### src/hdl/rv_defs.svh
`ifndef RV_DEFS_SVH
`define RV_DEFS_SVH

// data word width
`define RV_XLEN 64
// instruction word width
`define RV_ILEN 32
// architectural integer registers
`define RV_NREGS 32
// bits of a register index
`define RV_REG_IDX_W 5
// data memory depth, in doublewords
`define RV_DMEM_WORDS 32
// doubleword address bits
`define RV_DMEM_ADDR_W 5
// low address bits that pick a byte inside a doubleword
`define RV_DWORD_OFFS 3
// rv64 shift amount width
`define RV_SHAMT_W 6

`endif
### src/hdl/rv_isa_pkg.sv
`include "rv_defs.svh"

package rv_isa_pkg;

  typedef logic [`RV_REG_IDX_W-1:0] reg_idx_t;

  // major opcodes, instr[6:0]
  typedef enum logic [6:0] {
    OP     = 7'b0110011,
    OP_IMM = 7'b0010011,
    LOAD   = 7'b0000011,
    STORE  = 7'b0100011
  } opcode_e;

  // funct3 of the integer alu group
  typedef enum logic [2:0] {
    F3_ADD  = 3'b000,
    F3_SLL  = 3'b001,
    F3_SLT  = 3'b010,
    F3_SLTU = 3'b011,
    F3_XOR  = 3'b100,
    F3_SRL  = 3'b101,
    F3_OR   = 3'b110,
    F3_AND  = 3'b111
  } funct3_e;

  // ld / sd width code
  localparam logic [2:0] F3_DWORD = 3'b011;

  // funct7 of OP, alternate form selects sub and sra
  localparam logic [6:0] F7_BASE = 7'b0000000;
  localparam logic [6:0] F7_ALT  = 7'b0100000;

  // funct6 of the rv64 immediate shifts
  localparam logic [5:0] F6_BASE = 6'b000000;
  localparam logic [5:0] F6_ALT  = 6'b010000;

  // msb is the alternate-form bit, low bits follow funct3
  typedef enum logic [3:0] {
    ALU_ADD  = 4'b0000,
    ALU_SLL  = 4'b0001,
    ALU_SLT  = 4'b0010,
    ALU_SLTU = 4'b0011,
    ALU_XOR  = 4'b0100,
    ALU_SRL  = 4'b0101,
    ALU_OR   = 4'b0110,
    ALU_AND  = 4'b0111,
    ALU_SUB  = 4'b1000,
    ALU_SRA  = 4'b1101
  } alu_op_e;

endpackage

### src/hdl/rv_core_pkg.sv
`include "rv_defs.svh"

package rv_core_pkg;
  import rv_isa_pkg::*;

  // comparison and overflow flags from execute
  typedef struct packed {
    logic overflow;
    logic equal;
    logic not_equal;
    logic greater;
    logic less;
    logic u_equal;
    logic u_greater;
    logic u_less;
  } alu_flags_t;

  // decode -> execute
  typedef struct packed {
    logic                valid;
    logic [`RV_XLEN-1:0] pc;
    alu_op_e             alu_op;
    logic [`RV_XLEN-1:0] operand_a;
    logic [`RV_XLEN-1:0] operand_b;
    logic [`RV_XLEN-1:0] store_data;
    reg_idx_t            rd;
    logic                rd_wr;
    logic                is_load;
    logic                is_store;
    logic                illegal;
  } decoded_op_t;

  // execute -> result
  typedef struct packed {
    logic                valid;
    logic [`RV_XLEN-1:0] pc;
    // alu result, or byte address for ld / sd
    logic [`RV_XLEN-1:0] value;
    logic [`RV_XLEN-1:0] store_data;
    reg_idx_t            rd;
    logic                rd_wr;
    logic                is_load;
    logic                is_store;
    logic                illegal;
    alu_flags_t          flags;
  } exec_result_t;

  // retire record, also the register file write port
  typedef struct packed {
    logic                valid;
    logic [`RV_XLEN-1:0] pc;
    reg_idx_t            rd;
    logic                rd_wr;
    logic [`RV_XLEN-1:0] data;
    logic                illegal;
  } retire_t;

  // one forwarding source into decode
  typedef struct packed {
    logic                valid;
    reg_idx_t            rd;
    logic [`RV_XLEN-1:0] data;
  } fwd_t;

endpackage

### src/hdl/result_stage.sv
`timescale 1ns/10ps
`include "rv_defs.svh"

module result_stage
  import rv_core_pkg::*;
(
  input  logic                       clk,
  input  logic                       rst_n,
  input  exec_result_t               exe,
  output logic [`RV_DMEM_ADDR_W-1:0] dm_addr,
  output logic                       dm_wr_en,
  output logic [`RV_XLEN-1:0]        dm_wr_data,
  input  logic [`RV_XLEN-1:0]        dm_rd_data,
  output fwd_t                       fwd_res,
  output retire_t                    retire
);

  logic [`RV_XLEN-1:0] wb_data;
  retire_t             retire_q;

  // doubleword index from the byte address
  assign dm_addr    = exe.value[`RV_DWORD_OFFS +: `RV_DMEM_ADDR_W];
  assign dm_wr_en   = exe.valid && exe.is_store;
  assign dm_wr_data = exe.store_data;

  // writeback select
  assign wb_data = exe.is_load ? dm_rd_data : exe.value;

  // second forwarding source, load data included
  assign fwd_res = '{valid: exe.valid && exe.rd_wr,
                     rd:    exe.rd,
                     data:  wb_data};

  always_ff @(posedge clk or negedge rst_n) begin
    if (!rst_n) begin
      retire_q <= '0;
    end else begin
      retire_q.valid   <= exe.valid;
      retire_q.pc      <= exe.pc;
      retire_q.rd      <= exe.rd;
      retire_q.rd_wr   <= exe.rd_wr;
      retire_q.data    <= wb_data;
      retire_q.illegal <= exe.illegal;
    end
  end

  // also the register file write
  assign retire = retire_q;

endmodule

### config.mk
export PLATFORM = sky130hd
export DESIGN_NAME = result_stage
export DESIGN_NICKNAME = d
export VERILOG_FILES = /design/src/hdl/rv_isa_pkg.sv /design/src/hdl/rv_core_pkg.sv /design/src/hdl/result_stage.sv
export VERILOG_INCLUDE_DIRS = /design/src /design/src/hdl
export SDC_FILE = /design/constraint.sdc
export NUM_CORES = 1
export LEC_CHECK = 0
export ABC_AREA = 1
export CORE_AREA = 4 4 212 214
export DETAILED_ROUTE_END_ITERATION = 10
export DIE_AREA = 0 0 216 218
export DONT_BUFFER_PORTS = 1
export PLACE_DENSITY = 0.34
export SKIP_CTS_REPAIR_TIMING = 1
export SYNTH_ARGS = -nofsm -noshare
export SYNTH_HDL_FRONTEND = slang
export SYNTH_SLANG_ARGS = --single-unit
### constraint.sdc
create_clock -name clk -period 0.8 [get_ports clk]
set_clock_uncertainty 0.15 [all_clocks]
set_input_delay 0.08 -clock clk [delete_from_list [all_inputs] [get_ports clk]]
set_output_delay 0.08 -clock clk [all_outputs]
set_load 0.05 [all_outputs]
==> summary.txt <==
Run status
  • Outcome: finished, violations left
  • Failing checks: negative hold slack, negative setup slack

Timing
  • Part of the cycle the worst path needs: 1.63
  • Setup-failing EPs final: 142
  • Peak Freq: about 0.77 GHz
  • Final Hold Slack: -0.826 ns
  • Worst setup margin: -0.504 ns
  • Worst-Margin Slew: about 0.29 ns
  • Slew Viols, Final: 0
  • Final min period: roughly 1.3 ns
  • Slew HR: 0.806
  • Final hold vios: about 200
  • RSZ-0062 raised after global routing: yes

Die
  • Ports: 552
  • Die ar.: 0.0471 mm²
  • Row Count: 76
  • Core Box Area: between 0.04 and 0.05 mm²
  • Initial core utilization: 0.112
  • Chip height: 218 µm
  • Die Wd: around 220 µm

Synthesis
  • Simple-gate portion of the synthesized area: 0.151
  • Cells after synthesis: 420
  • XOR/XNOR Fraction of Synth Area: 0
  • Synth warn: 0
  • Area leader, netlist: dfrtp_1
  • Most frequent cells after synthesis: 194 x nand2_1, 136 x dfrtp_1, 75 x buf_4, 6 x buf_2, 6 x clkbuf_8
  • Register area share after synthesis: 0.706
  • Syn_area_per_cell: 11.5 µm²
  • Post-Syn Area: ~0.0048 mm²
  • Distinct cells, synth: 7
  • Adder-Cell Fraction of Synth Area: 0
  • Flops & latches, synth: approximately 140
  • Top post-synthesis cells by area: dfrtp_1 71%, nand2_1 15%, buf_4 12%
  • Synth top area share: 0.706
  • Synth Area in Compound Gates: 0
  • Largest family of logic cells by synthesized area: simple AND/OR/NAND/NOR gates
  • Ys async rst share: 1.00
  • Syn nets: 696
  • Number of flops mapped to enable cells by yosys: 0
  • Top FF cell, synth: dfrtp_1
  • Most common cell in the netlist: nand2_1
  • Post-synthesis mux area share: 0

Setup path
  • CP bufs+invs: 1
  • Crit. End Element: output port
  • WP data arrival: 1.07 ns
  • Crit Path Category: reg -> out
  • CP startpoint kind: flop
  • Family with the most delay on the worst path: flip-flops
  • Crit path cell chain: buf_12
  • Worst path max stage delay: between 0.4 and 0.5 ns
  • Worst Path Max Fanout: 1
  • Critical Path RT: approximately 0.57 ns
  • Slowest-stage cell, CP: dfrtp_1

Power and ir drop
  • Total power draw: between 20,000 and 25,000 µW
  • Max IR drop VDD: ~1.1 mV
  • PwrDens: about 2400 mW/mm²
  • Leakage: roughly 0.0037 µW

Clocking
  • Inserted Clock Buffers: 17
  • Worst-path clk slew: 0.07 ns
  • CTS tree: built
  • H-Tree Depth: 4
  • Clock Path Buffers: 2
  • Clock root cell: clkbuf_16
  • Clock tree sinks: 136

Placed design
  • I/O Buffers: 0
  • DP HPWL: between 15,000 and 20,000 µm
  • GPL Wtd Cong: approximately 0.73
  • Setup WS pre-CTS: -0.162 ns
  • Area after DPL: 0.00670 mm²

Global routing
  • Antenna violations before repair: 2
  • Gr ovfl total: 0
  • Vias in the first global route: ~3,300
  • GR Util All Layers: 0.0836
  • Pin count of the biggest net entering global routing: 137
  • First-pass GRT wire length: about 27,000 µm

Finish
  • Layout Area Growth over Synthesis: 84.3%
  • Max FFs per register: 136
  • Final core utilization: 0.207
  • Nets@finish: 768
  • Fraction of layout cells with a size suffix above 1: 0.679
  • Design area: 0.00888 mm²

Worst hold path
  • HP Class: in -> async

Detailed routing
  • Detailed Routing Iterations Pass 1: 4
  • Post-route ant nets: 0
  • Drt total wl: roughly 22,000 µm
  • Total number of vias: about 3,300
  • DR WL/cell: roughly 20 µm
  • Number of vias per cell: just over 3
  • Starting DRC count in detailed routing: about 110
  • Remaining DRCs: 0

Job
  • Max Cap Violations: 0
final cells by class:
cell class	instances	area, µm²
sequential	136	3530
timing repair buffer	139	2030
antenna	2	5.00
tap	585	732
fill	4476	34000
clock inverter	12	166
timing repair inverter	1	30.0
multi-input combinational	194	1890
clock buffer	20	457
inverter	3	37.5
metrics by stage:
stage               setup TNS, ns  std cells
floorplan                   -4.16        420
global placement           -10.74        974
detailed placement         -11.68        974
CTS                        -68.88       1006
global route               -63.60       1091
finish                     -55.43       1092
where the power goes:
| group | switching [µW] | internal (µW) |
|---|---|---|
| clock | 3150 | 5100 |
| sequential | 1270 | 7370 |
| combinational | 2540 | 1530 |
| total | 6960 | 14000 |
routing by layer:
layer  global-route usage  vias up  wire (µm)
li1                     -     1350          -
met1               0.0635     1589       6420
met2                0.151      290      12000
met3               0.0492       88       2430
met4               0.0666        0       1450
met5                    0        -          0
worst max path at each step:
stage | start | to | slack, ns | depth (start not counted)
global placement | exe[10] | fwd_res[61] | -0.15 | 5
CTS | retire[48] | retire[48] | -0.57 | 1
floorplan | exe[10] | retire[10] | -0.07 | 4
global route | retire[48] | retire[48] | -0.57 | 1
finish | retire[48] | retire[48] | -0.50 | 1
detailed placement | exe[10] | fwd_res[61] | -0.16 | 5
cell usage in the layout, fill, tap and decap left out:
master,netlist,routed
buf_12,0,52
clkbuf_16,0,23
dfrtp_2,0,103
nand2_2,0,39
clkinv_4,0,4
dfrtp_1,136,33
buf_8,0,1
bufinv_16,0,3
buf_6,0,1
nand2_4,0,68
buf_4,75,4
buf_16,0,2
nand2_1,194,53
clkbuf_8,6,2
inv_1,2,2
clkinv_16,0,2
clkbuf_1,0,1
diode_2,0,2
clkinvlp_4,0,2
nand2_8,0,34
inv_6,0,3
dlygate4sd3_1,0,73
cells by family (layout without fill, tap and decap cells):
kind of cell,count (synthesis),count (layout)
buffers and inverters,90,175
other,0,2
DFF,136,136
and+or+nand+nor,194,194
(Power assumes the default switching activity.)
