File: config.mk
export PLATFORM = sky130hd
export DESIGN_NAME = register_file
export DESIGN_NICKNAME = d
export VERILOG_FILES = /design/src/hdl/rv_isa_pkg.sv /design/src/hdl/rv_core_pkg.sv /design/src/hdl/register_file.sv
export VERILOG_INCLUDE_DIRS = /design/src /design/src/hdl
export SDC_FILE = /design/constraint.sdc
export NUM_CORES = 2
export LEC_CHECK = 0
export BUFFER_PORTS_ARGS = -buffer_cell sky130_fd_sc_hd__buf_2
export CAP_MARGIN = 15
export CORE_MARGIN = 2
export CORE_UTILIZATION = 30
export CTS_BUF_LIST = sky130_fd_sc_hd__clkbuf_4 sky130_fd_sc_hd__clkbuf_8 sky130_fd_sc_hd__clkbuf_16
export CTS_CLUSTER_SIZE = 12
export DETAILED_ROUTE_END_ITERATION = 16
export SYNTH_ARGS = -nofsm -noshare
export SYNTH_HDL_FRONTEND = slang
export SYNTH_SLANG_ARGS = --single-unit
File: constraint.sdc
create_clock -name clk -period 5.4 [get_ports clk]
set_input_delay 0 -clock clk [delete_from_list [all_inputs] [get_ports clk]]
set_output_delay 0 -clock clk [all_outputs]
set_load 0.01 [all_outputs]
File: src/hdl/rv_defs.svh
`ifndef RV_DEFS_SVH
`define RV_DEFS_SVH

// data word width
`define RV_XLEN 64
// instruction word width
`define RV_ILEN 32
// architectural integer registers
`define RV_NREGS 32
// bits of a register index
`define RV_REG_IDX_W 5
// data memory depth, in doublewords
`define RV_DMEM_WORDS 32
// doubleword address bits
`define RV_DMEM_ADDR_W 5
// low address bits that pick a byte inside a doubleword
`define RV_DWORD_OFFS 3
// rv64 shift amount width
`define RV_SHAMT_W 6

`endif
File: src/hdl/rv_isa_pkg.sv
`include "rv_defs.svh"

package rv_isa_pkg;

  typedef logic [`RV_REG_IDX_W-1:0] reg_idx_t;

  // major opcodes, instr[6:0]
  typedef enum logic [6:0] {
    OP     = 7'b0110011,
    OP_IMM = 7'b0010011,
    LOAD   = 7'b0000011,
    STORE  = 7'b0100011
  } opcode_e;

  // funct3 of the integer alu group
  typedef enum logic [2:0] {
    F3_ADD  = 3'b000,
    F3_SLL  = 3'b001,
    F3_SLT  = 3'b010,
    F3_SLTU = 3'b011,
    F3_XOR  = 3'b100,
    F3_SRL  = 3'b101,
    F3_OR   = 3'b110,
    F3_AND  = 3'b111
  } funct3_e;

  // ld / sd width code
  localparam logic [2:0] F3_DWORD = 3'b011;

  // funct7 of OP, alternate form selects sub and sra
  localparam logic [6:0] F7_BASE = 7'b0000000;
  localparam logic [6:0] F7_ALT  = 7'b0100000;

  // funct6 of the rv64 immediate shifts
  localparam logic [5:0] F6_BASE = 6'b000000;
  localparam logic [5:0] F6_ALT  = 6'b010000;

  // msb is the alternate-form bit, low bits follow funct3
  typedef enum logic [3:0] {
    ALU_ADD  = 4'b0000,
    ALU_SLL  = 4'b0001,
    ALU_SLT  = 4'b0010,
    ALU_SLTU = 4'b0011,
    ALU_XOR  = 4'b0100,
    ALU_SRL  = 4'b0101,
    ALU_OR   = 4'b0110,
    ALU_AND  = 4'b0111,
    ALU_SUB  = 4'b1000,
    ALU_SRA  = 4'b1101
  } alu_op_e;

endpackage

File: src/hdl/rv_core_pkg.sv
`include "rv_defs.svh"

package rv_core_pkg;
  import rv_isa_pkg::*;

  // comparison and overflow flags from execute
  typedef struct packed {
    logic overflow;
    logic equal;
    logic not_equal;
    logic greater;
    logic less;
    logic u_equal;
    logic u_greater;
    logic u_less;
  } alu_flags_t;

  // decode -> execute
  typedef struct packed {
    logic                valid;
    logic [`RV_XLEN-1:0] pc;
    alu_op_e             alu_op;
    logic [`RV_XLEN-1:0] operand_a;
    logic [`RV_XLEN-1:0] operand_b;
    logic [`RV_XLEN-1:0] store_data;
    reg_idx_t            rd;
    logic                rd_wr;
    logic                is_load;
    logic                is_store;
    logic                illegal;
  } decoded_op_t;

  // execute -> result
  typedef struct packed {
    logic                valid;
    logic [`RV_XLEN-1:0] pc;
    // alu result, or byte address for ld / sd
    logic [`RV_XLEN-1:0] value;
    logic [`RV_XLEN-1:0] store_data;
    reg_idx_t            rd;
    logic                rd_wr;
    logic                is_load;
    logic                is_store;
    logic                illegal;
    alu_flags_t          flags;
  } exec_result_t;

  // retire record, also the register file write port
  typedef struct packed {
    logic                valid;
    logic [`RV_XLEN-1:0] pc;
    reg_idx_t            rd;
    logic                rd_wr;
    logic [`RV_XLEN-1:0] data;
    logic                illegal;
  } retire_t;

  // one forwarding source into decode
  typedef struct packed {
    logic                valid;
    reg_idx_t            rd;
    logic [`RV_XLEN-1:0] data;
  } fwd_t;

endpackage

File: src/hdl/register_file.sv
`timescale 1ns/10ps
`include "rv_defs.svh"

module register_file
  import rv_isa_pkg::*, rv_core_pkg::*;
(
  input  logic                clk,
  input  logic                rst_n,
  input  reg_idx_t            rd_addr_a,
  input  reg_idx_t            rd_addr_b,
  output logic [`RV_XLEN-1:0] rd_data_a,
  output logic [`RV_XLEN-1:0] rd_data_b,
  input  retire_t             wr
);

  logic [`RV_XLEN-1:0] regs [`RV_NREGS];
  logic                wr_hit;

  // x0 is never stored
  assign wr_hit = wr.valid && wr.rd_wr && (wr.rd != '0);

  always_ff @(posedge clk or negedge rst_n) begin
    if (!rst_n) begin
      for (int i = 0; i < `RV_NREGS; i++) begin
        regs[i] <= '0;
      end
    end else if (wr_hit) begin
      regs[wr.rd] <= wr.data;
    end
  end

  // read ports
  // write-through so a read in the retire cycle sees the new value
  // x0 keeps its reset zero
  assign rd_data_a = (wr_hit && (wr.rd == rd_addr_a)) ? wr.data : regs[rd_addr_a];
  assign rd_data_b = (wr_hit && (wr.rd == rd_addr_b)) ? wr.data : regs[rd_addr_b];

  // x0 reads zero on both ports, also while retire targets it
  a_x0_zero: assert property (@(posedge clk) disable iff (!rst_n)
    ((rd_addr_a != '0) || (rd_data_a == '0)) && ((rd_addr_b != '0) || (rd_data_b == '0)));

endmodule

==> metrics.txt <==
status finished, final reports clean; ratio of final minimum period to clock period 0.7410; Synth Net Count 7,326; Final Hold Vio Count 0; Largest register FFs 2,048; Clock Root Buffer clkbuf_16; MaxCap Viol Count 0; Total GRT Usage 0.2098; P_int 29,040 uW; Distinct cells, synth 49; post-detailed-routing wire length 390.8 mm; Slew headroom 0.06953; pwr/cell area 330.1 nW/um^2; Initial Util 0.3010; Min-Delay Path Class primary input to flip-flop; top cells by area, synth dfrtp_1 47%, mux4_2 22%, mux2_2 20%; EDFF count, synth 0; synthesized cell area 108,900 um^2; HPWL after DPL 215.6 mm; Die Height 606.6 um; P_leak 0.05273 uW; Sw Share 0.2757; IO buf count 210; biggest regs regs: 2048 flops; CP endpoint kind output pin; met3 Use GR 0.04251; setup_tns 0 ps; VDD IR-drop max 0.2581 mV; clk buf depth 4; Yosys Warn Count 0; post-place setup slack 1989 ps; Synth Flop Type dfrtp_1; NumNets Final 7,149; First DRT Iteration DRCs 7,481; area leader, netlist dfrtp_1; Final Setup Violations 0; Chip Width 606.6 um; Largest Register regs; combinational fraction of design power 0.181; H-Tree Depth 4; Post-CTS Resized 0; Reg power frac 0.467; DRT Pass-1 Iters 6; layout cells sized above 1 0.5189; CTS tree yes; drc violations 0; first-pass GRT wire length 559.5 mm; Max Slew Vio Count 0; Final GP Congestion 0.8089; initial antenna violation count 38; Avg Vias per Cell 5.911; Critical Path RT 5400 ps; critical path launch point type primary input; routed len/inst 32.78 um; CTS clk-pin slew, worst paths 60 ps; clk_skew 0 ps; grt ovf 0; met1 Track Usage GR 0.2531; Power, Total 40,090 uW; CTS Buf Count 209; register area share after synthesis 0.4704; GR peak layer met2; Worst-Skew Late Latency 890 ps; largest net degree at the start of global routing 182; min Tclk post-route 4002 ps; die footprint 368,000 um^2; number of global-route vias before repair 73,910; largest fanout on the critical path 32; asr flop ratio synth 1.000; Final Instance Area 121,500 um^2; Yosys top cell area share 0.4704; # IOs 276; buffer count from post-CTS setup fixing 0; setup repair after global routing missed its margin false; Core ar. 362,000 um^2; met2 GRT Util 0.3467; fillcell total 34,540; Area after DPL 114,400 um^2; P_sw 11,050 uW; Row Count 221; CP Data Arrival Time 4000 ps; Clock Power Share 0.351; Fmax 0.2499 GHz; vias 70,460; syn_area_per_cell 15.18 um^2; critical path class primary input to output pin; Sinks on Clock Net 2,048; Final WS setup 1398 ps; synth-to-layout area growth 11.49%; Post-Synthesis Cells 7,178; Worst-Margin Slew 1396 ps; FF+latch count, synth 2,048; Post-DRT Antenna Nets 0
## placed cells by master (no fill, tap or decap), types with 27 or more instances in the layout
cell type | Yosys | routed
a22oi_1 | 284 | 284
buf_2 | 251 | 199
dfrtp_1 | 2048 | 2048
mux2i_1 | 127 | 127
nor2_1 | 118 | 107
mux2_1 | 80 | 80
buf_4 | 58 | 119
clkbuf_16 | 0 | 213
nand2b_1 | 63 | 63
mux2_2 | 1889 | 1889
o22ai_1 | 31 | 31
diode_2 | 0 | 27
a21oi_1 | 233 | 233
mux4_2 | 1042 | 1042
clkbuf_8 | 0 | 37
o21ai_0 | 117 | 117
clkbuf_4 | 1 | 46
dlygate4sd3_1 | 0 | 73
nand2_1 | 113 | 105
buf_12 | 0 | 57
## power groups by stage
| stage | Combinational [uW] | Sequential (uW) | Clock, uW |
|---|---|---|---|
| after floorplan | 5080 | 18400 | 0 |
| after detailed placement | 7170 | 18900 | 0 |
| after global routing | 7680 | 18900 | 14900 |
| after CTS | 7250 | 18700 | 14300 |
| after global placement | 6990 | 18700 | 0 |
| final | 7270 | 18700 | 14100 |
## final timing paths
path / start / to / slack, ps / cells after the start
setup / recovery: wr[67] / rd_data_a[39] / 1400 / 9
hold / removal: wr[70] / regs[1547] / 80 / 4
setup reg to reg: regs[1810] / regs[1810] / 4090 / 2
hold reg to reg: regs[2010] / regs[2010] / 390 / 0
max in group asynchronous: rst_n / regs[1132] / 3480 / 5
min in group asynchronous: rst_n / regs[1975] / 390 / 4
## per-layer routing
layer	part of all wire	vias to the layer above
met5	0.00066	-
met4	0.067	22
met3	0.075	1042
met2	0.48	3401
met1	0.37	38660
li1	-	27340
## cells in the mapped netlist (9+ instances only)
library cell / instances
a211o_1: 14
a211oi_1: 26
a21oi_1: 233
a22o_1: 9
a22oi_1: 284
buf_1: 41
buf_2: 251
buf_4: 58
buf_6: 41
clkbuf_1: 456
dfrtp_1: 2048
mux2_1: 80
mux2_2: 1889
mux2i_1: 127
mux4_2: 1042
nand2_1: 113
nand2b_1: 63
nand3_1: 10
nor2_1: 118
nor2b_1: 15
nor3_1: 15
o21ai_0: 117
o21bai_1: 12
o221ai_1: 16
o22ai_1: 31
## cell families (layout without fill, tap and decap cells)
group                     count (synthesis)  count (layout)  synth area share
and+or+nand+nor                         363             363           0.01606
xor gates and xnor gates                 10              10         0.0008039
other                                     0              27                 0
DFF                                    2048            2048            0.4704
muxes                                  3138            3138            0.4306
buffers and inverters                   852             774           0.03710
AOI/OAI and AO/OA                       767             767           0.04500
## timing repair
item	in CTS	in global routing
hold buffers	74	0
hold endpoints to repair	3122	0
setup endpoints to repair	0	0
## cell type report
type	instances	area (um^2)	area share
tap	4794	5998	0.04938
sequential	2048	51250	0.4219
antenna	27	67.56	0.0005563
multi-input combinational	4278	53940	0.4441
clock inverter	14	82.58	0.0006799
inverter	4	15.01	0.0001236
clock buffer	296	6185	0.05092
timing repair buffer	460	3919	0.03226
## critical path, cell delays in order
cell and delay (ps):
dlygate4sd3_1 550, buf_2 240, nor2_1 490, a21o_1 310, or3_4 740, buf_4 510
nor2_1 70, a21oi_1 710, buf_2 280
## per-stage QoR
step	cells	util	hold slack (ps)
final	11920	0.3356	83.73
after global routing	11910	0.3355	89.55
after CTS	11890	0.3354	48.60
after detailed placement	11510	0.3160	-39.49
after global placement	11510	0.3159	-44.72
after floorplan	7178	-	-295.6
Note: power is estimated with default switching activity, not from simulation.
