--- src/hdl/rv_defs.svh ---
`ifndef RV_DEFS_SVH
`define RV_DEFS_SVH

// data word width
`define RV_XLEN 64
// instruction word width
`define RV_ILEN 32
// architectural integer registers
`define RV_NREGS 32
// bits of a register index
`define RV_REG_IDX_W 5
// data memory depth, in doublewords
`define RV_DMEM_WORDS 32
// doubleword address bits
`define RV_DMEM_ADDR_W 5
// low address bits that pick a byte inside a doubleword
`define RV_DWORD_OFFS 3
// rv64 shift amount width
`define RV_SHAMT_W 6

`endif
--- src/hdl/rv_isa_pkg.sv ---
`include "rv_defs.svh"

package rv_isa_pkg;

  typedef logic [`RV_REG_IDX_W-1:0] reg_idx_t;

  // major opcodes, instr[6:0]
  typedef enum logic [6:0] {
    OP     = 7'b0110011,
    OP_IMM = 7'b0010011,
    LOAD   = 7'b0000011,
    STORE  = 7'b0100011
  } opcode_e;

  // funct3 of the integer alu group
  typedef enum logic [2:0] {
    F3_ADD  = 3'b000,
    F3_SLL  = 3'b001,
    F3_SLT  = 3'b010,
    F3_SLTU = 3'b011,
    F3_XOR  = 3'b100,
    F3_SRL  = 3'b101,
    F3_OR   = 3'b110,
    F3_AND  = 3'b111
  } funct3_e;

  // ld / sd width code
  localparam logic [2:0] F3_DWORD = 3'b011;

  // funct7 of OP, alternate form selects sub and sra
  localparam logic [6:0] F7_BASE = 7'b0000000;
  localparam logic [6:0] F7_ALT  = 7'b0100000;

  // funct6 of the rv64 immediate shifts
  localparam logic [5:0] F6_BASE = 6'b000000;
  localparam logic [5:0] F6_ALT  = 6'b010000;

  // msb is the alternate-form bit, low bits follow funct3
  typedef enum logic [3:0] {
    ALU_ADD  = 4'b0000,
    ALU_SLL  = 4'b0001,
    ALU_SLT  = 4'b0010,
    ALU_SLTU = 4'b0011,
    ALU_XOR  = 4'b0100,
    ALU_SRL  = 4'b0101,
    ALU_OR   = 4'b0110,
    ALU_AND  = 4'b0111,
    ALU_SUB  = 4'b1000,
    ALU_SRA  = 4'b1101
  } alu_op_e;

endpackage

--- src/hdl/rv_core_pkg.sv ---
`include "rv_defs.svh"

package rv_core_pkg;
  import rv_isa_pkg::*;

  // comparison and overflow flags from execute
  typedef struct packed {
    logic overflow;
    logic equal;
    logic not_equal;
    logic greater;
    logic less;
    logic u_equal;
    logic u_greater;
    logic u_less;
  } alu_flags_t;

  // decode -> execute
  typedef struct packed {
    logic                valid;
    logic [`RV_XLEN-1:0] pc;
    alu_op_e             alu_op;
    logic [`RV_XLEN-1:0] operand_a;
    logic [`RV_XLEN-1:0] operand_b;
    logic [`RV_XLEN-1:0] store_data;
    reg_idx_t            rd;
    logic                rd_wr;
    logic                is_load;
    logic                is_store;
    logic                illegal;
  } decoded_op_t;

  // execute -> result
  typedef struct packed {
    logic                valid;
    logic [`RV_XLEN-1:0] pc;
    // alu result, or byte address for ld / sd
    logic [`RV_XLEN-1:0] value;
    logic [`RV_XLEN-1:0] store_data;
    reg_idx_t            rd;
    logic                rd_wr;
    logic                is_load;
    logic                is_store;
    logic                illegal;
    alu_flags_t          flags;
  } exec_result_t;

  // retire record, also the register file write port
  typedef struct packed {
    logic                valid;
    logic [`RV_XLEN-1:0] pc;
    reg_idx_t            rd;
    logic                rd_wr;
    logic [`RV_XLEN-1:0] data;
    logic                illegal;
  } retire_t;

  // one forwarding source into decode
  typedef struct packed {
    logic                valid;
    reg_idx_t            rd;
    logic [`RV_XLEN-1:0] data;
  } fwd_t;

endpackage

--- src/hdl/alu.sv ---
`timescale 1ns/10ps
`include "rv_defs.svh"

module alu
  import rv_isa_pkg::*, rv_core_pkg::*;
(
  input  logic         clk,
  input  logic         rst_n,
  input  decoded_op_t  dec,
  output fwd_t         fwd_exe,
  output exec_result_t exe
);

  localparam int MSB = `RV_XLEN - 1;

  alu_op_e                op;
  logic [`RV_XLEN-1:0]    a;
  logic [`RV_XLEN-1:0]    b;
  logic [`RV_XLEN-1:0]    sum;
  logic [`RV_XLEN-1:0]    diff;
  logic [`RV_XLEN-1:0]    result;
  logic [`RV_SHAMT_W-1:0] shamt;
  alu_flags_t             flags;
  exec_result_t           exe_q;

  // ld / sd use the adder for the address
  assign op    = (dec.is_load || dec.is_store) ? ALU_ADD : dec.alu_op;
  assign a     = dec.operand_a;
  assign b     = dec.operand_b;
  assign sum   = a + b;
  assign diff  = a - b;
  assign shamt = b[`RV_SHAMT_W-1:0];

  always_comb begin
    // signed overflow of the adder in use
    if (op == ALU_SUB) begin
      flags.overflow = (a[MSB] != b[MSB]) && (diff[MSB] != a[MSB]);
    end else begin
      flags.overflow = (a[MSB] == b[MSB]) && (sum[MSB] != a[MSB]);
    end
    flags.equal     = (a == b);
    flags.not_equal = (a != b);
    flags.greater   = ($signed(a) > $signed(b));
    flags.less      = ($signed(a) < $signed(b));
    flags.u_equal   = (a == b);
    flags.u_greater = (a > b);
    flags.u_less    = (a < b);
  end

  always_comb begin
    case (op)
      ALU_ADD:  result = sum;
      ALU_SUB:  result = diff;
      ALU_SLL:  result = a << shamt;
      ALU_SLT:  result = {{(`RV_XLEN-1){1'b0}}, flags.less};
      ALU_SLTU: result = {{(`RV_XLEN-1){1'b0}}, flags.u_less};
      ALU_XOR:  result = a ^ b;
      ALU_SRL:  result = a >> shamt;
      // sign fill
      ALU_SRA:  result = $signed(a) >>> shamt;
      ALU_OR:   result = a | b;
      ALU_AND:  result = a & b;
      default:  result = sum;
    endcase
  end

  // load data is not known yet, so a load does not forward from here
  assign fwd_exe = '{valid: dec.valid && dec.rd_wr && !dec.is_load,
                     rd:    dec.rd,
                     data:  result};

  always_ff @(posedge clk or negedge rst_n) begin
    if (!rst_n) begin
      exe_q <= '0;
    end else begin
      exe_q.valid      <= dec.valid;
      exe_q.pc         <= dec.pc;
      exe_q.value      <= result;
      exe_q.store_data <= dec.store_data;
      exe_q.rd         <= dec.rd;
      exe_q.rd_wr      <= dec.rd_wr;
      exe_q.is_load    <= dec.is_load;
      exe_q.is_store   <= dec.is_store;
      exe_q.illegal    <= dec.illegal;
      exe_q.flags      <= flags;
    end
  end

  assign exe = exe_q;

  // one slot per cycle, no stall or drop
  a_exe_follows_dec: assert property (@(posedge clk) disable iff (!rst_n)
    exe.valid == $past(dec.valid));

endmodule

--- config.mk ---
export PLATFORM = sky130hd
export DESIGN_NAME = alu
export DESIGN_NICKNAME = d
export VERILOG_FILES = /design/src/hdl/rv_isa_pkg.sv /design/src/hdl/rv_core_pkg.sv /design/src/hdl/alu.sv
export VERILOG_INCLUDE_DIRS = /design/src /design/src/hdl
export SDC_FILE = /design/constraint.sdc
export NUM_CORES = 1
export LEC_CHECK = 0
export ABC_AREA = 1
export BUFFER_PORTS_ARGS = -buffer_cell sky130_fd_sc_hd__buf_2
export CORE_ASPECT_RATIO = 0.6
export CORE_MARGIN = 1.5
export CORE_UTILIZATION = 58
export CTS_CLUSTER_SIZE = 12
export DETAILED_ROUTE_END_ITERATION = 10
export PLACE_DENSITY = 0.95
export SETUP_SLACK_MARGIN = 0.2
export SYNTH_ARGS = -nofsm -noshare
export SYNTH_HDL_FRONTEND = slang
export SYNTH_SLANG_ARGS = --single-unit
--- constraint.sdc ---
create_clock -name clk -period 2.8 [get_ports clk]
set_input_delay 0.14 -clock clk [delete_from_list [all_inputs] [get_ports clk]]
set_output_delay 0.14 -clock clk [all_outputs]
set_load 0.005 [all_outputs]
==> results of run 1 <==
synthesized netlist by cell type, types with 22 or more instances:
cell type,number
clkbuf_1,50
a21oi_1,222
nand4_1,82
nor3_1,62
nand2_1,1718
ha_1,193
inv_1,728
o22ai_1,32
o21ai_1,22
nand3_1,1068
buf_1,44
o21ai_0,127
nor2_1,366
buf_2,120
dfrtp_1,209
cell families after synthesis:
logic type,synth area share (%)
compound gates,8.72
simple gates,50.2
fa+ha+maj,8.55
flops,18.2
buf+inv,13.8
xor+xnor,0.549
stage by stage:
stage / hold slack, ps / setup slack, ps / cells
after detailed placement: 160 / -181 / 6590
after CTS: 116 / 188 / 6768
after floorplan: -156 / 219 / 5225
after global placement: 150 / -58.6 / 6590
metal layers:
| layer | track usage (%) | GRT overflow |
|---|---|---|
| met5 | 35.6 | 0 |
| met4 | 58.6 | 12 |
| met3 | 64.1 | 2 |
| met2 | 80.7 | 19 |
| met1 | 74.6 | 1 |
repair_timing:
item,4_1_cts
resized for setup,132
gates cloned,1
hold endpoints to repair,227
pin swaps,12
endpoints found under the setup margin,53
buffers inserted,5
hold buffers,140
==> metrics.yaml, run 1 <==
outcome: "stopped before the end"
haltStage: "global routing (5_1_grt)"
stop_error: "[ERROR GRT-0232] Routing congestion too high. Check the congestion heatmap in the GUI."
synth-seq-cells: 209
grt_max_degree: 135
grt-ovfl-total: 34
synth_edf_count: 0
num_rows: 62
synthesis.instances: 5225
initial_core_util_pct: 59.4
seq_area_frac_synth_pct: 18.2
routabilityCongestion: 1.44
cts.sink_count: 209
clock_path_buffers: 3
dp_hpwl_mm: 131
yosysTopAreaCell: "nand2_1"
synth_area_mm2: 0.0287
syn_avg_cell_area_um2: 5.49
htree_num_levels: 1
synth_warnings: 0
place_area_mm2: 0.0345
io_pins: 552
die_x_um: 290
synth_top_area_share_pct: 22.5
ys_types: 49
ys.flop_type: "dfrtp_1"
postSynth.asyncResetShare_pct: 100
track_usage_pct: 70.8
synthTopCellsByArea: "nand2_1 22%, nand3_1 19%, dfrtp_1 18%, inv_1 9.5%, ha_1 8.4%"
cts-root-buf: "clkbuf_16"
placement.io_buffers: 551
cts-buffers-inserted: 23
chipHeight_um: 175
synth_fp_nets: 5692
==> run 2, diff against run 1 <==
--- a/config.mk
+++ b/config.mk
@@ -8,13 +8,10 @@
 export LEC_CHECK = 0
 export ABC_AREA = 1
 export BUFFER_PORTS_ARGS = -buffer_cell sky130_fd_sc_hd__buf_2
-export CORE_ASPECT_RATIO = 0.6
 export CORE_MARGIN = 1.5
-export CORE_UTILIZATION = 58
-export CTS_CLUSTER_SIZE = 12
+export CORE_UTILIZATION = 40
 export DETAILED_ROUTE_END_ITERATION = 10
-export PLACE_DENSITY = 0.95
-export SETUP_SLACK_MARGIN = 0.2
+export PLACE_DENSITY_LB_ADDON = 0.15
 export SYNTH_ARGS = -nofsm -noshare
 export SYNTH_HDL_FRONTEND = slang
 export SYNTH_SLANG_ARGS = --single-unit
==> metrics.yaml, run 2 <==
outcome: "complete, but fails checks"
violations: "setup timing"
ys.flop_type: "dfrtp_1"
area_delta_synth_final_pct: 44.7
grt_max_degree: 135
die_area_mm2: 0.0734
track_usage_pct: 49.9
cts-root-buf: "clkbuf_16"
rsz0062_at_grt: "true"
drtIter0Drc: 6580
io_pins: 552
fin_util_pct: 58.3
vias: 43022
setup_violations: 3
worstPathRequired_ps: 2660
highest_layer: "met5"
dp_hpwl_mm: 159
stdcell_count: 7483
worst_pin_slew_ps: 950
cts_tree: "yes"
setup_ws_ps: -17.6
chipHeight_um: 271
slew_headroom_pct: 36.7
hold_path_class: "in2async"
antenna_found_initial: 11
place_inst: 7288
initial_core_util_pct: 40.3
max_freq_mhz: 355
seq_area_frac_synth_pct: 18.2
end_kind: "primary output"
wl_met3_mm: 28.1
firstDrtPassIters: 7
synth_warnings: 0
synthTopCellsByArea: "nand2_1 22%, nand3_1 19%, dfrtp_1 18%, inv_1 9.5%, ha_1 8.4%"
synth-seq-cells: 209
routed_wl_mm: 193
p_leak_nw: 23.2
wl_per_cell_um: 25.8
placement.io_buffers: 551
syn_avg_cell_area_um2: 5.49
htree_num_levels: 1
clock_path_buffers: 3
synth_area_mm2: 0.0287
hold_viol_final: 0
critPathArrivalTime_ps: 2680
met2_length_mm: 78.9
wl_met1_mm: 72.8
drc: 0
clk_pin_slew_ps: 60
ys_types: 49
cts.sink_count: 209
p_per_area_mw_per_mm2: 361
num_rows: 98
grt_pass1_wl_mm: 265
layout_common_cells: "1656 x nand2_1, 1026 x nand3_1, 779 x buf_4"
synth_edf_count: 0
yosysTopAreaCell: "nand2_1"
ant_nets: 0
drive_above_1_share_pct: 26.2
core_area_mm2: 0.0712
viasPerCell: 5.75
ir_worst_vdd_uv: 665
die_x_um: 271
postSynth.asyncResetShare_pct: 100
drv_slew: 0
synth_most_common_cell: "nand2_1"
min_period_over_period_pct: 101
netlist_top_cells_count: "1718 x nand2_1, 1068 x nand3_1, 728 x inv_1"
start_kind: "primary input"
critPathKind: "in2out"
grt-ovfl-total: 0
max_cap_violations: 0
largest_reg_flops: 209
layout_commonest_cell: "nand2_1"
fill_cells: 7457
synthesis.instances: 5225
cts-buffers-inserted: 24
synth_top_area_share_pct: 22.5
routabilityCongestion: 1.16
cp_max_fo: 56
synth_fp_nets: 5692
nNetsFinal: 6980
grt_pass1_vias: 39436
min_period_ps: 2820
==> run 2: cell counts after synthesis <==
No cell type changed its count.
==> run 2: path summary, 6_finish.rpt <==
check | startpoint | end | slack, ps | cells after the start
max | dec[73] | fwd_exe[52] | -20 | 16
min | rst_n | exe[154]$_DFF_PN0_ | 150 | 2
max in group asynchronous | rst_n | exe[136]$_DFF_PN0_ | 1630 | 3
min in group clk | dec[19] | exe[27]$_DFF_PN0_ | 150 | 2
==> run 2: layout make-up <==
type	count	area, um^2	area share [%]
sequential	209	5230	12.6
tap	950	1190	2.86
antenna	4	10.0	0.0241
inverter	748	2820	6.79
multi-input combinational	4031	20800	50.0
clock inverter	11	159	0.383
timing repair buffer	1499	10700	25.7
clock buffer	31	657	1.58
==> run 2: cell families (layout without fill, tap and decap cells) <==
group	count (synthesis)	after routing	synth area share (%)
xor+xnor	18	18	0.549
fa+ha+maj	195	195	8.55
compound gates	461	461	8.72
other cells	0	4	0
flops	209	209	18.2
buf+inv	985	2289	13.8
simple gates	3357	3357	50.2
==> run 2: report_power, final <==
group / leakage, nW / switching (mW) / internal [mW]
Clock: 0.385 / 1.53 / 1.94
Sequential: 2.45 / 0.102 / 3.32
Combinational: 20.4 / 5.09 / 3.02
==> run 2: what timing repair did <==
action / CTS / global route
resized for setup: 59 / 277
setup endpoints to repair: 36 / 59
hold buffers: 139 / 0
hold endpoints to repair: 228 / 0
gates cloned: 0 / 1
pin swaps: 3 / 18
setup buffers: 2 / 7
==> run 2: per-layer routing <==
metal / global-route usage, % / vias to the layer above
met5: 0 / -
met3: 16.7 / 590
li1: - / 19341
met2: 72.8 / 3064
met1: 64.2 / 20011
met4: 27.5 / 16
==> run 2: per-stage QoR <==
step	TNS (ps)	worst slack [ps]	hold WS [ps]	total power [mW]	cell area (um^2)
after CTS	-42.8	-42.8	143	14.3	40400
final	-33.5	-17.6	147	15.0	41500
after detailed placement	-3790	-377	249	10.7	37900
after floorplan	0	158	-156	6.74	28700
after global placement	-3400	-381	239	10.6	37900
after global routing	-64.4	-13.5	179	15.5	41500
==> run 2: worst max-delay path, stage by stage <==
cell	delay [ps]
buf_2	120
buf_4	150
buf_12	170
buf_4	220
nand2_1	130
nand3_1	110
nand3_1	110
nand3_1	120
o21ai_1	250
nand2_1	120
nand3_1	230
nand3_1	110
nor2_1	130
buf_4	170
nand3_1	160
buf_2	170
Note: power is estimated with default switching activity, not from simulation.
