### config.mk
export PLATFORM = sky130hd
export DESIGN_NAME = instr_decoder
export DESIGN_NICKNAME = d
export VERILOG_FILES = /design/src/hdl/rv_isa_pkg.sv /design/src/hdl/rv_core_pkg.sv /design/src/hdl/instr_decoder.sv
export VERILOG_INCLUDE_DIRS = /design/src /design/src/hdl
export SDC_FILE = /design/constraint.sdc
export NUM_CORES = 1
export LEC_CHECK = 0
export ABC_AREA = 0
export ABC_CLOCK_PERIOD_IN_PS = 1900
export BUFFER_PORTS_ARGS = -buffer_cell sky130_fd_sc_hd__buf_4
export CAP_MARGIN = 15
export CORE_AREA = 2 2 228 230
export CTS_BUF_LIST = sky130_fd_sc_hd__clkbuf_8
export DETAILED_ROUTE_END_ITERATION = 8
export DIE_AREA = 0 0 230 232
export SLEW_MARGIN = 20
export SYNTH_ARGS = -nofsm -noshare
export SYNTH_HDL_FRONTEND = slang
export SYNTH_SLANG_ARGS = --single-unit
### constraint.sdc
create_clock -name clk -period 1.9 [get_ports clk]
set_clock_uncertainty 0.15 [all_clocks]
set_input_delay 0.095 -clock clk [delete_from_list [all_inputs] [get_ports clk]]
set_output_delay 0.095 -clock clk [all_outputs]
set_load 0.05 [all_outputs]
### src/hdl/rv_defs.svh
`ifndef RV_DEFS_SVH
`define RV_DEFS_SVH

// data word width
`define RV_XLEN 64
// instruction word width
`define RV_ILEN 32
// architectural integer registers
`define RV_NREGS 32
// bits of a register index
`define RV_REG_IDX_W 5
// data memory depth, in doublewords
`define RV_DMEM_WORDS 32
// doubleword address bits
`define RV_DMEM_ADDR_W 5
// low address bits that pick a byte inside a doubleword
`define RV_DWORD_OFFS 3
// rv64 shift amount width
`define RV_SHAMT_W 6

`endif
### src/hdl/rv_isa_pkg.sv
`include "rv_defs.svh"

package rv_isa_pkg;

  typedef logic [`RV_REG_IDX_W-1:0] reg_idx_t;

  // major opcodes, instr[6:0]
  typedef enum logic [6:0] {
    OP     = 7'b0110011,
    OP_IMM = 7'b0010011,
    LOAD   = 7'b0000011,
    STORE  = 7'b0100011
  } opcode_e;

  // funct3 of the integer alu group
  typedef enum logic [2:0] {
    F3_ADD  = 3'b000,
    F3_SLL  = 3'b001,
    F3_SLT  = 3'b010,
    F3_SLTU = 3'b011,
    F3_XOR  = 3'b100,
    F3_SRL  = 3'b101,
    F3_OR   = 3'b110,
    F3_AND  = 3'b111
  } funct3_e;

  // ld / sd width code
  localparam logic [2:0] F3_DWORD = 3'b011;

  // funct7 of OP, alternate form selects sub and sra
  localparam logic [6:0] F7_BASE = 7'b0000000;
  localparam logic [6:0] F7_ALT  = 7'b0100000;

  // funct6 of the rv64 immediate shifts
  localparam logic [5:0] F6_BASE = 6'b000000;
  localparam logic [5:0] F6_ALT  = 6'b010000;

  // msb is the alternate-form bit, low bits follow funct3
  typedef enum logic [3:0] {
    ALU_ADD  = 4'b0000,
    ALU_SLL  = 4'b0001,
    ALU_SLT  = 4'b0010,
    ALU_SLTU = 4'b0011,
    ALU_XOR  = 4'b0100,
    ALU_SRL  = 4'b0101,
    ALU_OR   = 4'b0110,
    ALU_AND  = 4'b0111,
    ALU_SUB  = 4'b1000,
    ALU_SRA  = 4'b1101
  } alu_op_e;

endpackage

### src/hdl/rv_core_pkg.sv
`include "rv_defs.svh"

package rv_core_pkg;
  import rv_isa_pkg::*;

  // comparison and overflow flags from execute
  typedef struct packed {
    logic overflow;
    logic equal;
    logic not_equal;
    logic greater;
    logic less;
    logic u_equal;
    logic u_greater;
    logic u_less;
  } alu_flags_t;

  // decode -> execute
  typedef struct packed {
    logic                valid;
    logic [`RV_XLEN-1:0] pc;
    alu_op_e             alu_op;
    logic [`RV_XLEN-1:0] operand_a;
    logic [`RV_XLEN-1:0] operand_b;
    logic [`RV_XLEN-1:0] store_data;
    reg_idx_t            rd;
    logic                rd_wr;
    logic                is_load;
    logic                is_store;
    logic                illegal;
  } decoded_op_t;

  // execute -> result
  typedef struct packed {
    logic                valid;
    logic [`RV_XLEN-1:0] pc;
    // alu result, or byte address for ld / sd
    logic [`RV_XLEN-1:0] value;
    logic [`RV_XLEN-1:0] store_data;
    reg_idx_t            rd;
    logic                rd_wr;
    logic                is_load;
    logic                is_store;
    logic                illegal;
    alu_flags_t          flags;
  } exec_result_t;

  // retire record, also the register file write port
  typedef struct packed {
    logic                valid;
    logic [`RV_XLEN-1:0] pc;
    reg_idx_t            rd;
    logic                rd_wr;
    logic [`RV_XLEN-1:0] data;
    logic                illegal;
  } retire_t;

  // one forwarding source into decode
  typedef struct packed {
    logic                valid;
    reg_idx_t            rd;
    logic [`RV_XLEN-1:0] data;
  } fwd_t;

endpackage

### src/hdl/instr_decoder.sv
`timescale 1ns/10ps
`include "rv_defs.svh"

module instr_decoder
  import rv_isa_pkg::*, rv_core_pkg::*;
(
  input  logic                clk,
  input  logic                rst_n,
  input  logic [`RV_ILEN-1:0] instr,
  input  logic                instr_valid,
  output reg_idx_t            rf_addr_a,
  output reg_idx_t            rf_addr_b,
  input  logic [`RV_XLEN-1:0] rf_data_a,
  input  logic [`RV_XLEN-1:0] rf_data_b,
  input  fwd_t                fwd_exe,
  input  fwd_t                fwd_res,
  output decoded_op_t         dec
);

  opcode_e             opcode;
  funct3_e             funct3;
  logic [6:0]          funct7;
  logic [5:0]          funct6;
  reg_idx_t            rd;
  logic [`RV_XLEN-1:0] imm_i;
  logic [`RV_XLEN-1:0] imm_s;
  logic [`RV_XLEN-1:0] src_a;
  logic [`RV_XLEN-1:0] src_b;
  logic [`RV_XLEN-1:0] pc_q;
  decoded_op_t         dec_d;
  decoded_op_t         dec_q;

  // newest producer wins: execute, then result, then register file
  function automatic logic [`RV_XLEN-1:0] pick_operand(
    reg_idx_t idx, logic [`RV_XLEN-1:0] rf_val, fwd_t exe_src, fwd_t res_src);
    logic [`RV_XLEN-1:0] val;
    if (idx == '0) begin
      val = '0;
    end else if (exe_src.valid && (exe_src.rd == idx)) begin
      val = exe_src.data;
    end else if (res_src.valid && (res_src.rd == idx)) begin
      val = res_src.data;
    end else begin
      val = rf_val;
    end
    return val;
  endfunction

  // field split
  assign opcode    = opcode_e'(instr[6:0]);
  assign rd        = instr[11:7];
  assign funct3    = funct3_e'(instr[14:12]);
  assign rf_addr_a = instr[19:15];
  assign rf_addr_b = instr[24:20];
  assign funct7    = instr[31:25];
  assign funct6    = instr[31:26];

  // sign-extended immediates
  assign imm_i = {{(`RV_XLEN-12){instr[31]}}, instr[31:20]};
  assign imm_s = {{(`RV_XLEN-12){instr[31]}}, instr[31:25], instr[11:7]};

  assign src_a = pick_operand(rf_addr_a, rf_data_a, fwd_exe, fwd_res);
  assign src_b = pick_operand(rf_addr_b, rf_data_b, fwd_exe, fwd_res);

  always_comb begin
    dec_d            = '0;
    dec_d.valid      = instr_valid;
    dec_d.pc         = pc_q;
    dec_d.alu_op     = ALU_ADD;
    dec_d.operand_a  = src_a;
    dec_d.operand_b  = src_b;
    dec_d.store_data = src_b;
    dec_d.rd         = rd;
    case (opcode)
      OP: begin
        dec_d.alu_op = alu_op_e'({funct7[5], funct3});
        dec_d.rd_wr  = 1'b1;
        // only add and srl have an alternate form
        if (funct7 == F7_ALT) begin
          dec_d.illegal = (funct3 != F3_ADD) && (funct3 != F3_SRL);
        end else if (funct7 != F7_BASE) begin
          dec_d.illegal = 1'b1;
        end
      end
      OP_IMM: begin
        dec_d.operand_b = imm_i;
        dec_d.alu_op    = alu_op_e'({1'b0, funct3});
        dec_d.rd_wr     = 1'b1;
        // shifts carry a 6-bit shamt and funct6 above it
        if (funct3 == F3_SLL) begin
          dec_d.illegal = (funct6 != F6_BASE);
        end else if (funct3 == F3_SRL) begin
          if (funct6 == F6_ALT) begin
            dec_d.alu_op = ALU_SRA;
          end else begin
            dec_d.illegal = (funct6 != F6_BASE);
          end
        end
      end
      LOAD: begin
        dec_d.operand_b = imm_i;
        dec_d.is_load   = 1'b1;
        dec_d.rd_wr     = 1'b1;
        dec_d.illegal   = (funct3 != F3_DWORD);
      end
      STORE: begin
        dec_d.operand_b = imm_s;
        dec_d.is_store  = 1'b1;
        dec_d.illegal   = (funct3 != F3_DWORD);
      end
      default: begin
        dec_d.illegal = 1'b1;
      end
    endcase
    // illegal ops pass through as no-ops
    if (dec_d.illegal) begin
      dec_d.rd_wr    = 1'b0;
      dec_d.is_load  = 1'b0;
      dec_d.is_store = 1'b0;
    end
  end

  // pc counts accepted instructions
  always_ff @(posedge clk or negedge rst_n) begin
    if (!rst_n) begin
      pc_q  <= '0;
      dec_q <= '0;
    end else begin
      dec_q <= dec_d;
      if (instr_valid) begin
        pc_q <= pc_q + 1'b1;
      end
    end
  end

  assign dec = dec_q;

  // an illegal op reaching execute never writes a register or memory
  a_illegal_no_wr: assert property (@(posedge clk) disable iff (!rst_n)
    (dec_q.valid && dec_q.illegal) |-> (!dec_q.rd_wr && !dec_q.is_store));

endmodule

==> metrics.txt <==
# TYPE chip_impl_metric gauge
chip_impl_metric{name="cellPowerDensity",unit="mW/mm^2"} 758.1
chip_impl_info{name="family_with_the_most_delay_on_the_worst_path",value="buffers and inverters"} 1
chip_impl_metric{name="instances_no_fill",unit=""} 3133
chip_impl_metric{name="drt_pass1_iterations",unit=""} 5
chip_impl_metric{name="drive_above_1_share",unit="%"} 38.49
chip_impl_metric{name="buffer_ports.inserted",unit=""} 582
chip_impl_metric{name="wire_length_of_the_first_global_routing_pass",unit="um"} 96590
chip_impl_metric{name="relSlewSlack",unit="%"} 69.73
chip_impl_metric{name="finalHoldViolCount",unit=""} 0
chip_impl_metric{name="numCtsBuffers",unit=""} 58
chip_impl_metric{name="timing.critical_path.fanout_max",unit=""} 44
chip_impl_metric{name="dp_slack",unit="ns"} -0.2346
chip_impl_info{name="slowest_stage",value="sky130_fd_sc_hd__dlygate4sd3_1"} 1
chip_impl_metric{name="clkTransAtPathRegs",unit="ns"} 0.08
chip_impl_metric{name="routed_wirelength_normalized_by_instance_count",unit="um"} 21.58
chip_impl_metric{name="asyncSetResetFlopFracSynth",unit="%"} 100.0
chip_impl_metric{name="route.antenna.remaining_nets",unit=""} 0
chip_impl_metric{name="number_of_filler_instances_in_the_final_layout",unit=""} 4387
chip_impl_metric{name="die_area",unit="mm^2"} 0.05336
chip_impl_metric{name="placementRows",unit=""} 83
chip_impl_metric{name="timing_worst_slew_pin_value",unit="ns"} 0.4480
chip_impl_metric{name="cp_bufs_invs",unit=""} 4
chip_impl_metric{name="num-nets-final",unit=""} 2701
chip_impl_metric{name="cts.htree.levels",unit=""} 2
chip_impl_metric{name="netlist-cell-type-count",unit=""} 59
chip_impl_info{name="worstPathCellList",value="buf_4, dlygate4sd3_1, nand3_4, buf_16, nor2_1, dlygate4sd3_1, a211oi_2"} 1
chip_impl_metric{name="critical_path.max_stage_delay",unit="ns"} 0.61
chip_impl_metric{name="ctsLongestPathBuffers",unit=""} 3
chip_impl_metric{name="syn_inst",unit=""} 1270
chip_impl_metric{name="cp.arrival",unit="ns"} 2.37
chip_impl_info{name="synth_ff_type",value="sky130_fd_sc_hd__dfrtp_1"} 1
chip_impl_metric{name="floorplan.die.width",unit="um"} 230
chip_impl_metric{name="drt-total-wl",unit="um"} 67600
chip_impl_metric{name="post_synth_edffs",unit=""} 0
chip_impl_metric{name="timing.hold.ws",unit="ns"} 0.05095
chip_impl_metric{name="timing.final.setup_violations",unit=""} 28
chip_impl_metric{name="area_of_the_multi_input_gates",unit="mm^2"} 0.005698
chip_impl_metric{name="hpwlAfterDp",unit="um"} 44010
chip_impl_metric{name="max_cap_viols",unit=""} 0
chip_impl_info{name="cp-end-kind",value="flip-flop"} 1
chip_impl_metric{name="fmaxAchievable",unit="GHz"} 0.5018
chip_impl_metric{name="finalWorstSetupSlack",unit="ns"} -0.09291
chip_impl_metric{name="timing.critical_path.required",unit="ns"} 2.28
chip_impl_info{name="clockRootBuffer",value="sky130_fd_sc_hd__clkbuf_8"} 1
chip_impl_metric{name="clock_latency",unit="ns"} 0.63
chip_impl_metric{name="layout_min_cycle_time",unit="ns"} 1.993
chip_impl_metric{name="synthesis.nets",unit=""} 1574
chip_impl_metric{name="finish.utilization",unit="%"} 51.74
chip_impl_metric{name="numPlacedInstances",unit=""} 2589
chip_impl_metric{name="chipHeight",unit="um"} 232
chip_impl_metric{name="floorplan.initialDensity",unit="%"} 27.87
chip_impl_metric{name="grt.overflow.total",unit=""} 0
chip_impl_metric{name="core_area",unit="mm^2"} 0.05089
chip_impl_metric{name="grt_start_max_net_pins",unit=""} 89
chip_impl_info{name="outcome",value="finished with violations"} 1
chip_impl_metric{name="io_pins",unit=""} 583
chip_impl_metric{name="layout_worst_path_cycle_share",unit="%"} 104.9
chip_impl_metric{name="count_of_state_elements_after_synthesis",unit=""} 334
chip_impl_metric{name="synth.yosys.seq_area_share",unit="%"} 58.94
chip_impl_info{name="timing_worst_setup_path_type",value="input pin to flip-flop"} 1
chip_impl_info{name="path_common_cell",value="sky130_fd_sc_hd__dlygate4sd3_1"} 1
chip_impl_metric{name="routed-via-count",unit=""} 15200
chip_impl_metric{name="synthesis.area_per_instance",unit="um^2"} 11.17
chip_impl_info{name="rsz0062_at_grt",value="true"} 1
chip_impl_info{name="hold_path.class",value="input pin to flip-flop"} 1
chip_impl_metric{name="clkSinkCount",unit=""} 334
chip_impl_metric{name="drt_drc_violations_left",unit=""} 0
chip_impl_metric{name="power.static_leakage",unit="nW"} 12.73
chip_impl_info{name="cts_tree",value="done"} 1
chip_impl_metric{name="final-max-slew-violation-count",unit=""} 0
chip_impl_metric{name="placer_congestion",unit=""} 0.9486
chip_impl_metric{name="syn_area",unit="mm^2"} 0.01418
chip_impl_metric{name="initial_antenna_violation_count",unit=""} 17
chip_impl_info{name="startpoint_types",value="input pin"} 1
chip_impl_metric{name="grt_usage",unit="%"} 23.74
chip_impl_info{name="violated_checks",value="negative setup slack"} 1
chip_impl_metric{name="seq_area",unit="mm^2"} 0.008359
chip_impl_metric{name="drc_marker_count_from_the_first_detailed_route_iteration",unit=""} 945
chip_impl_metric{name="area_growth",unit="%"} 85.67
chip_impl_metric{name="ys.warnings.count",unit=""} 0
chip_impl_metric{name="vdd_ir_drop_max",unit="mV"} 0.4897
chip_impl_metric{name="detail_route.vias_per_cell",unit=""} 4.850
chip_impl_metric{name="first_global_vias",unit=""} 16300
-- layout make-up --
| class | instances | area share [%] |
|---|---|---|
| Antenna cell | 16 | 0.1521 |
| Clock buffer | 76 | 3.973 |
| Clock inverter | 24 | 0.7128 |
| Inverter | 9 | 0.1283 |
| Multi-Input combinational cell | 843 | 21.64 |
| Sequential cell | 334 | 31.75 |
| Tap cell | 680 | 3.231 |
| Timing Repair Buffer | 1151 | 38.41 |
-- sequential cells by signal (all words and copies together), names as in the netlist --
register  flops
dec         270
pc_q         64
-- placed cells by master (no fill, tap or decap), types with 6 or more instances in the layout --
cell type / n
sky130_fd_sc_hd__buf_4: 708
sky130_fd_sc_hd__dlygate4sd3_1: 403
sky130_fd_sc_hd__dfrtp_1: 333
sky130_fd_sc_hd__nand2_1: 160
sky130_fd_sc_hd__nor2_1: 134
sky130_fd_sc_hd__clkbuf_8: 76
sky130_fd_sc_hd__and3_1: 75
sky130_fd_sc_hd__nor3_1: 67
sky130_fd_sc_hd__mux2i_1: 63
sky130_fd_sc_hd__a211oi_1: 50
sky130_fd_sc_hd__o31ai_1: 49
sky130_fd_sc_hd__xnor2_1: 45
sky130_fd_sc_hd__xor2_1: 33
sky130_fd_sc_hd__buf_12: 27
sky130_fd_sc_hd__inv_1: 22
sky130_fd_sc_hd__nand3_1: 21
sky130_fd_sc_hd__diode_2: 16
sky130_fd_sc_hd__a211oi_2: 15
sky130_fd_sc_hd__nor2_4: 11
sky130_fd_sc_hd__nand4_1: 10
sky130_fd_sc_hd__o31ai_2: 10
sky130_fd_sc_hd__nor2_2: 6
sky130_fd_sc_hd__buf_6: 6
-- power by group --
group / total [mW] / leakage (nW) / internal, mW / switching, mW
registers: 7.85 / 4.16 / 7.60 / 0.246
clock network: 7.03 / 0.688 / 3.96 / 3.07
logic: 5.09 / 7.88 / 2.12 / 2.97
-- routing by layer --
layer	track usage (%)	vias to the layer above	part of all wire, %
li1	-	6694	-
met1	27.45	7495	38
met2	39.75	804	49
met3	7.146	202	8.6
met4	12.36	0	5.3
met5	0	-	0
-- cell families after synthesis --
logic type / share of synthesized area [%]
DFF: 58.94
and+or+nand+nor: 19.62
buffers and inverters: 3.512
adders and majority gates: 0.08822
xor gates and xnor gates: 5.241
AOI/OAI and AO/OA: 8.002
muxes: 4.597
-- metrics by stage --
stage,TNS [ns],instance area (um^2),total power [mW]
floorplan,-0.1792,14190,10.16
global placement,-15.98,20380,12.16
detailed placement,-18.11,20380,12.20
CTS,-1.100,25790,19.97
global route,-3.800,26330,20.70
finish,-1.005,26330,19.96
-- timing repair --
action	4_1_cts	5_1_grt
endpoints found under the hold margin	558	13
hold buffers	407	10
gates cloned	0	5
gates resized for setup	13	61
setup buffers	4	15
pin swaps	11	19
setup endpoints to repair	34	164
-- final timing paths --
check | endpoint | slack, ns | from | cells after the start
worst max-delay path | dec[156] | -0.09 | fwd_exe[69] | 7
worst min-delay path | dec[140] | 0.05 | instr[17] | 5
worst max register to register | pc_q[38] | -0.08 | pc_q[1] | 8
worst min register to register | dec[257] | 0.23 | pc_q[52] | 0
max in group asynchronous | dec[253] | 0.65 | rst_n | 5
min in group asynchronous | dec[121] | 0.56 | rst_n | 4
-- cell usage after synthesis, types with 3 or more instances --
cell	number	area (um^2)
sky130_fd_sc_hd__dfrtp_1	334	8358
sky130_fd_sc_hd__nand2_1	162	608.1
sky130_fd_sc_hd__nor2_1	143	536.8
sky130_fd_sc_hd__and3_1	80	500.5
sky130_fd_sc_hd__nor3_1	71	355.3
sky130_fd_sc_hd__a211oi_1	65	488.0
sky130_fd_sc_hd__mux2i_1	64	640.6
sky130_fd_sc_hd__o31ai_1	51	382.9
sky130_fd_sc_hd__xnor2_1	50	437.9
sky130_fd_sc_hd__xor2_1	33	289.0
sky130_fd_sc_hd__buf_2	32	160.2
sky130_fd_sc_hd__clkbuf_1	29	108.9
sky130_fd_sc_hd__nand3_1	27	135.1
sky130_fd_sc_hd__buf_4	12	90.09
sky130_fd_sc_hd__nand4_1	10	62.56
sky130_fd_sc_hd__buf_6	8	90.09
sky130_fd_sc_hd__inv_1	8	30.03
sky130_fd_sc_hd__o31ai_2	8	100.1
sky130_fd_sc_hd__and2_1	5	31.28
sky130_fd_sc_hd__and4_1	5	43.79
sky130_fd_sc_hd__nor4_1	5	31.28
sky130_fd_sc_hd__o21ai_0	5	25.02
sky130_fd_sc_hd__nand4_4	4	85.08
sky130_fd_sc_hd__nor2_2	4	25.02
sky130_fd_sc_hd__nor2_4	4	45.04
sky130_fd_sc_hd__or4_1	4	30.03
sky130_fd_sc_hd__a22oi_1	3	22.52
sky130_fd_sc_hd__clkbuf_2	3	15.01
-- worst register-to-register path, cell delays in order (launching register included) --
cell and delay [ns]:
sky130_fd_sc_hd__dfrtp_1 0.36, sky130_fd_sc_hd__ha_2 0.22, sky130_fd_sc_hd__nand4_4 0.12, sky130_fd_sc_hd__nor3_4 0.24, sky130_fd_sc_hd__buf_6 0.15, sky130_fd_sc_hd__nand4_4 0.11
sky130_fd_sc_hd__nor2_4 0.23, sky130_fd_sc_hd__nand4_1 0.14, sky130_fd_sc_hd__xnor2_1 0.15
No activity file was read; power rests on OpenSTA's default activity.
